### src/verilog/issue_pkg.sv
package issue_pkg;

localparam int WORD_WIDTH = 16;
localparam int REG_WIDTH = 3;
localparam int TAG_WIDTH = 3;
localparam int ALU_STATIONS = 3;

typedef logic [WORD_WIDTH-1:0] word_t;
typedef logic [REG_WIDTH-1:0] reg_idx_t;
typedef logic [TAG_WIDTH-1:0] rob_tag_t;
typedef logic [$clog2(ALU_STATIONS)-1:0] station_id_t;

// LC-3b opcode field, only the issued subset is named
typedef enum logic [3:0] {
	op_br  = 4'b0000,
	op_add = 4'b0001,
	op_and = 4'b0101,
	op_ldr = 4'b0110,
	op_str = 4'b0111,
	op_not = 4'b1001
} opcode_e;

typedef enum logic [1:0] {
	cls_alu,
	cls_ldst,
	cls_branch,
	cls_none // Dropped or unknown opcodes
} issue_class_e;

typedef struct packed {
	logic busy;
	word_t data;
	rob_tag_t rob_tag; // Producer entry while busy
} reg_read_t;

typedef struct packed {
	logic valid;
	rob_tag_t tag;
	word_t data;
} cdb_t;

typedef struct packed {
	logic valid; // Entry has completed
	word_t value;
} rob_lookup_t;

typedef struct packed {
	opcode_e opcode;
	issue_class_e cls;
	reg_idx_t dest;
	reg_idx_t sr1;
	reg_idx_t sr2;
	logic imm_sel;
	word_t imm5;
	word_t offset6; // Already doubled
	word_t offset9; // Already doubled
} decoded_t;

typedef struct packed {
	logic ready;
	word_t value;
	rob_tag_t tag; // Producer to wait on when not ready
} operand_t;

typedef struct packed {
	logic valid;
	station_id_t station;
	opcode_e opcode;
	operand_t j;
	operand_t k;
	rob_tag_t dest;
} alu_issue_t;

typedef struct packed {
	logic write;
	opcode_e opcode;
	operand_t base;
	operand_t src;
	word_t offset;
	rob_tag_t dest; // Zero for stores
} ldst_issue_t;

typedef struct packed {
	logic write;
	opcode_e opcode;
	reg_idx_t dest;
	word_t value;
} rob_issue_t;

typedef struct packed {
	logic claim;
	reg_idx_t idx;
	rob_tag_t tag;
} reg_claim_t;

typedef struct packed {
	logic redirect;
	word_t target;
} fetch_redirect_t;

endpackage
### src/verilog/issue_unit.sv
`timescale 1ns/100ps

module issue_unit
	import issue_pkg::*;
(
	input logic clk,
	input logic reset,
	input word_t instr,
	input word_t curr_pc,
	input logic instr_is_new,
	input logic predict,
	input reg_read_t sr1_in,
	input reg_read_t sr2_in,
	input reg_read_t dest_in,
	input rob_lookup_t rob_sr1,
	input rob_lookup_t rob_sr2,
	input logic rob_full,
	input rob_tag_t rob_addr,
	input logic [ALU_STATIONS-1:0] alu_busy,
	input logic ldst_full,
	input cdb_t cdb,
	output logic stall,
	output reg_idx_t sr1,
	output reg_idx_t sr2,
	output reg_idx_t reg_dest,
	output rob_tag_t rob_sr1_addr,
	output rob_tag_t rob_sr2_addr,
	output alu_issue_t alu,
	output ldst_issue_t ldst,
	output rob_issue_t rob,
	output reg_claim_t claim,
	output fetch_redirect_t redirect
);

decoded_t dec;
logic issue_go;
station_id_t station_id;

// Register file read indices straight from the fields
assign sr1 = dec.sr1;
assign sr2 = dec.sr2;
assign reg_dest = dec.dest;
assign rob_sr1_addr = sr1_in.rob_tag;

instr_decode decode
(
	.instr(instr),
	.dec(dec)
);

issue_hazard hazard
(
	.clk(clk),
	.reset(reset),
	.dec(dec),
	.instr_is_new(instr_is_new),
	.predict(predict),
	.rob_full(rob_full),
	.alu_busy(alu_busy),
	.ldst_full(ldst_full),
	.issue_go(issue_go),
	.stall(stall),
	.station_id(station_id)
);

issue_dispatch dispatch
(
	.dec(dec),
	.issue_go(issue_go),
	.station_id(station_id),
	.curr_pc(curr_pc),
	.rob_addr(rob_addr),
	.predict(predict),
	.sr1_in(sr1_in),
	.sr2_in(sr2_in),
	.dest_in(dest_in),
	.rob_sr1(rob_sr1),
	.rob_sr2(rob_sr2),
	.cdb(cdb),
	.rob_sr2_addr(rob_sr2_addr),
	.alu(alu),
	.ldst(ldst),
	.rob(rob),
	.claim(claim),
	.redirect(redirect)
);

endmodule

### src/verilog/issue_dispatch.sv
`timescale 1ns/100ps

module issue_dispatch
	import issue_pkg::*;
(
	input decoded_t dec,
	input logic issue_go,
	input station_id_t station_id,
	input word_t curr_pc,
	input rob_tag_t rob_addr,
	input logic predict,
	input reg_read_t sr1_in,
	input reg_read_t sr2_in,
	input reg_read_t dest_in,
	input rob_lookup_t rob_sr1,
	input rob_lookup_t rob_sr2,
	input cdb_t cdb,
	output rob_tag_t rob_sr2_addr,
	output alu_issue_t alu,
	output ldst_issue_t ldst,
	output rob_issue_t rob,
	output reg_claim_t claim,
	output fetch_redirect_t redirect
);

reg_read_t src2_reg; // Second source, store data for STR
operand_t opnd_a;
operand_t opnd_b;
operand_t imm_opnd;
logic is_store;
word_t branch_target;

assign is_store = (dec.opcode == op_str);
assign src2_reg = is_store ? dest_in : sr2_in;
assign rob_sr2_addr = src2_reg.rob_tag;

assign imm_opnd = '{ready: 1'b1, value: dec.imm5, tag: '0};
assign branch_target = curr_pc + dec.offset9;

operand_resolve resolve_a
(
	.reg_in(sr1_in),
	.cdb(cdb),
	.rob(rob_sr1),
	.opnd(opnd_a)
);

operand_resolve resolve_b
(
	.reg_in(src2_reg),
	.cdb(cdb),
	.rob(rob_sr2),
	.opnd(opnd_b)
);

always_comb
begin
	alu = '0;
	ldst = '0;
	rob = '0;
	claim = '0;
	redirect = '0;

	if (issue_go)
	begin
		case (dec.cls)
			cls_alu:
			begin
				alu.valid = 1'b1;
				alu.station = station_id;
				alu.opcode = dec.opcode;
				alu.j = opnd_a;
				alu.k = dec.imm_sel ? imm_opnd : opnd_b;
				alu.dest = rob_addr;

				rob.write = 1'b1;
				rob.opcode = dec.opcode;
				rob.dest = dec.dest;

				claim.claim = 1'b1;
				claim.idx = dec.dest;
				claim.tag = rob_addr;
			end
			cls_ldst:
			begin
				ldst.write = 1'b1;
				ldst.opcode = dec.opcode;
				ldst.base = opnd_a;
				ldst.offset = dec.offset6;
				if (is_store)
				begin
					ldst.src = opnd_b; // Data comes from the dest field
				end
				else
				begin
					ldst.dest = rob_addr;
				end

				rob.write = 1'b1;
				rob.opcode = dec.opcode;
				rob.dest = is_store ? '0 : dec.dest;

				// A store produces no register value
				claim.claim = !is_store;
				claim.idx = is_store ? '0 : dec.dest;
				claim.tag = is_store ? '0 : rob_addr;
			end
			cls_branch:
			begin
				rob.write = 1'b1;
				rob.opcode = dec.opcode;
				rob.dest = dec.dest; // NZP bits ride along in the dest field
				// ROB keeps the path not taken by fetch for recovery
				rob.value = predict ? curr_pc : branch_target;

				redirect.redirect = predict;
				redirect.target = predict ? branch_target : '0;
			end
			default:
			begin
			end
		endcase
	end
end

// Classes are exclusive, one queue per instruction
always_comb
begin
	one_queue_write: assert (!(alu.valid && ldst.write));
end

endmodule

### src/verilog/issue_hazard.sv
`timescale 1ns/100ps

module issue_hazard
	import issue_pkg::*;
(
	input logic clk,
	input logic reset,
	input decoded_t dec,
	input logic instr_is_new,
	input logic predict,
	input logic rob_full,
	input logic [ALU_STATIONS-1:0] alu_busy,
	input logic ldst_full,
	output logic issue_go,
	output logic stall,
	output station_id_t station_id
);

logic bubble; // Slot after a predicted-taken branch
logic hazard;
logic can_issue;
logic alu_hazard;
logic ldst_hazard;

assign alu_hazard = (dec.cls == cls_alu) && (&alu_busy);
assign ldst_hazard = (dec.cls == cls_ldst) && ldst_full;
assign hazard = rob_full || alu_hazard || ldst_hazard;

// Fetch sends nothing useful during the bubble
assign can_issue = instr_is_new && !bubble;

assign stall = can_issue && hazard;
assign issue_go = can_issue && !hazard;

always_ff @(posedge clk)
begin
	if (reset)
	begin
		bubble <= 1'b0;
	end
	else
	begin
		bubble <= issue_go && (dec.cls == cls_branch) && predict;
	end
end

// Lowest numbered free station wins
always_comb
begin
	station_id = '0;
	for (int i = ALU_STATIONS - 1; i >= 0; i--)
	begin
		if (!alu_busy[i])
		begin
			station_id = station_id_t'(i);
		end
	end
end

stall_excludes_issue: assert property (
	@(posedge clk) disable iff (reset) !(stall && issue_go)
);

// Issue is blocked in the bubble, so it cannot chain
bubble_single_cycle: assert property (
	@(posedge clk) disable iff (reset) bubble |=> !bubble
);

endmodule

### src/verilog/operand_resolve.sv
`timescale 1ns/100ps

module operand_resolve
	import issue_pkg::*;
(
	input reg_read_t reg_in,
	input cdb_t cdb,
	input rob_lookup_t rob,
	output operand_t opnd
);

logic cdb_hit;

// Result being broadcast this cycle by the producer
assign cdb_hit = cdb.valid && (cdb.tag == reg_in.rob_tag);

always_comb
begin
	opnd.ready = 1'b1;
	opnd.value = '0;
	opnd.tag = '0;

	if (!reg_in.busy)
	begin
		opnd.value = reg_in.data;
	end
	else if (cdb_hit)
	begin
		opnd.value = cdb.data;
	end
	else if (rob.valid)
	begin
		opnd.value = rob.value; // Completed but not yet committed
	end
	else
	begin
		opnd.ready = 1'b0;
		opnd.tag = reg_in.rob_tag;
	end
end

endmodule

### src/verilog/instr_decode.sv
`timescale 1ns/100ps

module instr_decode
	import issue_pkg::*;
(
	input word_t instr,
	output decoded_t dec
);

opcode_e opcode;

assign opcode = opcode_e'(instr[15:12]);

always_comb
begin
	dec.opcode = opcode;
	dec.dest = instr[11:9];
	dec.sr1 = instr[8:6];
	dec.sr2 = instr[2:0];
	dec.imm_sel = instr[5];

	// Sign extension of the immediate
	dec.imm5 = {{(WORD_WIDTH-5){instr[4]}}, instr[4:0]};

	// Word offsets, shifted left once
	dec.offset6 = {{(WORD_WIDTH-7){instr[5]}}, instr[5:0], 1'b0};
	dec.offset9 = {{(WORD_WIDTH-10){instr[8]}}, instr[8:0], 1'b0};
end

always_comb
begin
	case (opcode)
		op_add, op_and, op_not:
		begin
			dec.cls = cls_alu;
		end
		op_ldr, op_str:
		begin
			dec.cls = cls_ldst;
		end
		op_br:
		begin
			dec.cls = cls_branch;
		end
		default:
		begin
			dec.cls = cls_none; // LDI, STI, TRAP, JMP and the rest
		end
	endcase
end

endmodule

### config.mk
export PLATFORM = sky130hd
export DESIGN_NAME = issue_unit
export DESIGN_NICKNAME = d
export VERILOG_FILES = /design/src/verilog/issue_pkg.sv /design/src/verilog/issue_unit.sv /design/src/verilog/issue_dispatch.sv /design/src/verilog/issue_hazard.sv /design/src/verilog/operand_resolve.sv /design/src/verilog/instr_decode.sv
export SDC_FILE = /design/constraint.sdc
export NUM_CORES = 1
export LEC_CHECK = 0
export BUFFER_PORTS_ARGS = -buffer_cell sky130_fd_sc_hd__buf_4
export CORE_AREA = 2 2 132 134
export CTS_CLUSTER_DIAMETER = 60
export CTS_CLUSTER_SIZE = 25
export DETAILED_ROUTE_END_ITERATION = 10
export DIE_AREA = 0 0 134 136
export PLACE_DENSITY = 0.57
export SKIP_LAST_GASP = 1
export SLEW_MARGIN = 40
export SYNTH_ARGS = -nofsm -noshare
export SYNTH_HDL_FRONTEND = slang
export SYNTH_SLANG_ARGS = --single-unit
### constraint.sdc
create_clock -name clk -period 2.1 [get_ports clk]
set_clock_uncertainty 0.1 [all_clocks]
set_input_delay 0.21 -clock clk [delete_from_list [all_inputs] [get_ports clk]]
set_output_delay 0.21 -clock clk [all_outputs]
set_load 0.01 [all_outputs]
==> impl_metrics.ini <==
[outcome]
status = finished with violations
violations = setup timing

[critical_path]
critical-path-max-stage-delay_ps = 330
critical_path_required_ps = 1790
start_kind = input pin
worst_path_dominant_cell_family = buffers and inverters
cp_max_fo = 5
path_buf_inv = 6
slowest_stage = sky130_fd_sc_hd__fa_2
critPathCaptureType = primary output
worst_path_most_repeated_cell = sky130_fd_sc_hd__buf_4
setup.worst_path.class = input pin to primary output
arrival_ps = 2220
path_cells = buf_6 -> ha_4 -> inv_2 -> fa_2 -> nand2b_4 -> a21oi_4 -> o2111ai_4 -> buf_4 -> buf_4 -> a21oi_1 -> buf_4 -> or3_1 -> nand3_1 -> buf_4

[power_and_ir_drop]
power_switching_w = 0.0007803
power_switching_share = 0.4844
power_frac_clock = 0
leakage_power_of_the_design_nw = 4.048
power_density_nw_per_um2 = 191.1
design_power_total_w = 0.001611
power_frac_seq = 0.012
intPower_w = 0.0008304
vdd_ir_drop_max_mv = 0.1005
combinational_share_of_power = 0.988

[cells_and_area]
non_filler_cell_area_final_um2 = 8428
max_ffs_per_register = 1
area_overhead_of_the_layout_relative_to_synthesis_pct = 143.7
num_antenna_cells = 0
drive_gt1_frac = 0.6359
instances_no_fill = 1222
finalNetCount = 1172
max_flop_register = hazard.bubble
largestRegisters = hazard.bubble (1)
filler_cells = 1657

[placed_design]
gpl.final_weighted_congestion = 0.8802
numPortBuffers = 332
placed_cell_area_um2 = 6710
dp_worst_setup_slack_ps = -515.7
dpl.cell_count = 1179
dp.final_hpwl_um = 17390

[clock_network]
insertion_delay_to_the_later_sink_of_the_worst_skew_pair_ps = 0
cts_hold_repair.buffers = 0
clk_transition_reported_paths_ps = 0

[floorplanning]
coreArea_um2 = 16880
dieArea_um2 = 18220
top_level_ports = 336
die_width_um = 134
row_count = 48
die_height_um = 136
initial_core_utilization = 0.2049

[sta]
clock.fmax_mhz = 395.9
final.period_utilization = 1.203
finalSetupViolations = 71
rsz0062_at_grt = true
slew_viol_final = 0
finalHoldViolations = 0
minimum_hold_slack_ps = 268.5
setup_slack_ps = -425.6
period_minus_slack_ps = 2526

[detailed_routing]
firstDrtPassIters = 4
detailroute.via_count = 6004
wl_per_cell_um = 18.57
drc_errors_left = 0
vias_per_cell = 4.913
drtAntennaViolNets = 0
drt_iter0_markers = 315
drt-total-wl_um = 22700

[synth]
yosys.cell_types.count = 60
edff_count_synth = 0
synthCells = 591
postSynthRegisterBits = 1
netlist_area_um2 = 3458
ys_seq_area_frac = 0.005789
synth_async_sr_flop_share = 0
ys.warnings.count = 0
synth.avg_cell_area_um2 = 5.852
synth_flop_cell = sky130_fd_sc_hd__dfxtp_1

[worst_hold_path]
worst_hold_path_type = input pin to flip-flop

[global_route]
grt_util_all_layers = 0.2204
maximum_number_of_pins_on_one_net_before_global_route_repair = 34
grt_first_pass_wirelength_um = 31420
antenna_found_initial = 0
grt_pass1_vias = 5443
aggregate_global_routing_overflow = 0

[run]
timing.max_cap.violations = 0
-- path summary, 6_finish.rpt --
check	from	end	slack [ps]	cells past startpoint
setup / recovery	instr[0]	rob[13]	-430	14
hold / removal	reset	hazard.bubble	270	2
setup reg to reg	hazard.bubble	hazard.bubble	390	6
hold reg to reg	hazard.bubble	hazard.bubble	1140	6
-- cell usage in the layout (no fill, tap or decap), drive strengths merged, types with 2 or more instances in the layout --
cell type / count
buf: 470
nand2: 93
nor2: 80
a21oi: 59
o21ai: 41
nand3: 30
nor3: 29
inv: 20
o211ai: 18
and2: 15
and3: 14
ha: 14
o311ai: 12
mux2i: 10
o21a: 9
a21o: 7
xor2: 7
nand2b: 7
o211a: 5
xnor2: 5
a32o: 5
nor3b: 3
conb: 3
clkbuf: 3
a211oi: 3
or3: 3
nor4b: 3
or2: 3
nand4: 2
o31a: 2
nor2b: 2
nand4b: 2
and4: 2
and3b: 2
-- stage by stage --
step,setup TNS (ps),util
2_1_floorplan,-521.4,-
3_3_place_gp,-15350,0.3976
3_5_place_dp,-14060,0.3976
4_1_cts,-5962,0.4500
5_1_grt,-14070,0.4994
6_report,-7307,0.4994
-- cell families after synthesis --
family                   synth area share
AND/OR/NAND/NOR                    0.4074
AO/OA/AOI/OAI                      0.3303
buffers and inverters              0.1396
adder cells (fa/ha/maj)           0.05644
XOR/XNOR                          0.03039
multiplexers                      0.02894
other                            0.001084
flip-flops                       0.005789
-- synthesized netlist by cell type (all sizes together) (7+ instances only) --
master  number  area share
o211ai      18       0.039
nand2b       7       0.013
and2        15       0.027
inv         21       0.023
clkbuf      30       0.033
a21o         7       0.015
nor3        29       0.045
mux2i       10       0.029
xor2         7       0.018
nand2       93        0.10
o21a         9       0.020
a21oi       59       0.085
o21ai       41       0.059
buf         40       0.084
nand3       30       0.051
and3        14       0.025
nor2        79       0.086
o311ai      12       0.046
ha          14       0.051
-- power by group through the flow --
stage	Sequential [W]	Clock, W	Combinational (W)
2_1_floorplan	0.0000195	0	0.000570
3_5_place_dp	0.0000195	0	0.00118
3_3_place_gp	0.0000195	0	0.00118
4_1_cts	0.0000195	0	0.00141
6_report	0.0000195	0	0.00159
5_1_grt	0.0000195	0	0.00170
-- routing by layer --
layer	track usage	vias up	wire [µm]
li1	-	2900	-
met3	0.03393	30	1516
met5	0	-	0
met1	0.2924	2835	9633
met4	0.03487	0	487
met2	0.3829	239	11060
-- final cells by class --
class                           count  area (µm²)  share of cell area
Timing Repair Buffer              473        4070              0.4829
Multi-Input combinational cell    502        3963              0.4702
Tap cell                          225       281.5             0.03340
Inverter                           21       93.84             0.01113
Sequential cell                     1       20.02            0.002375
-- repair_timing --
| item | 4_1_cts | 5_1_grt |
|---|---|---|
| gates cloned | 4 | 3 |
| setup endpoints to repair | 117 | 130 |
| hold endpoints to repair | 0 | 0 |
| gates resized for setup | 143 | 171 |
| buffers inserted | 22 | 21 |
| pin swaps | 60 | 42 |
(Power assumes the default switching activity.)
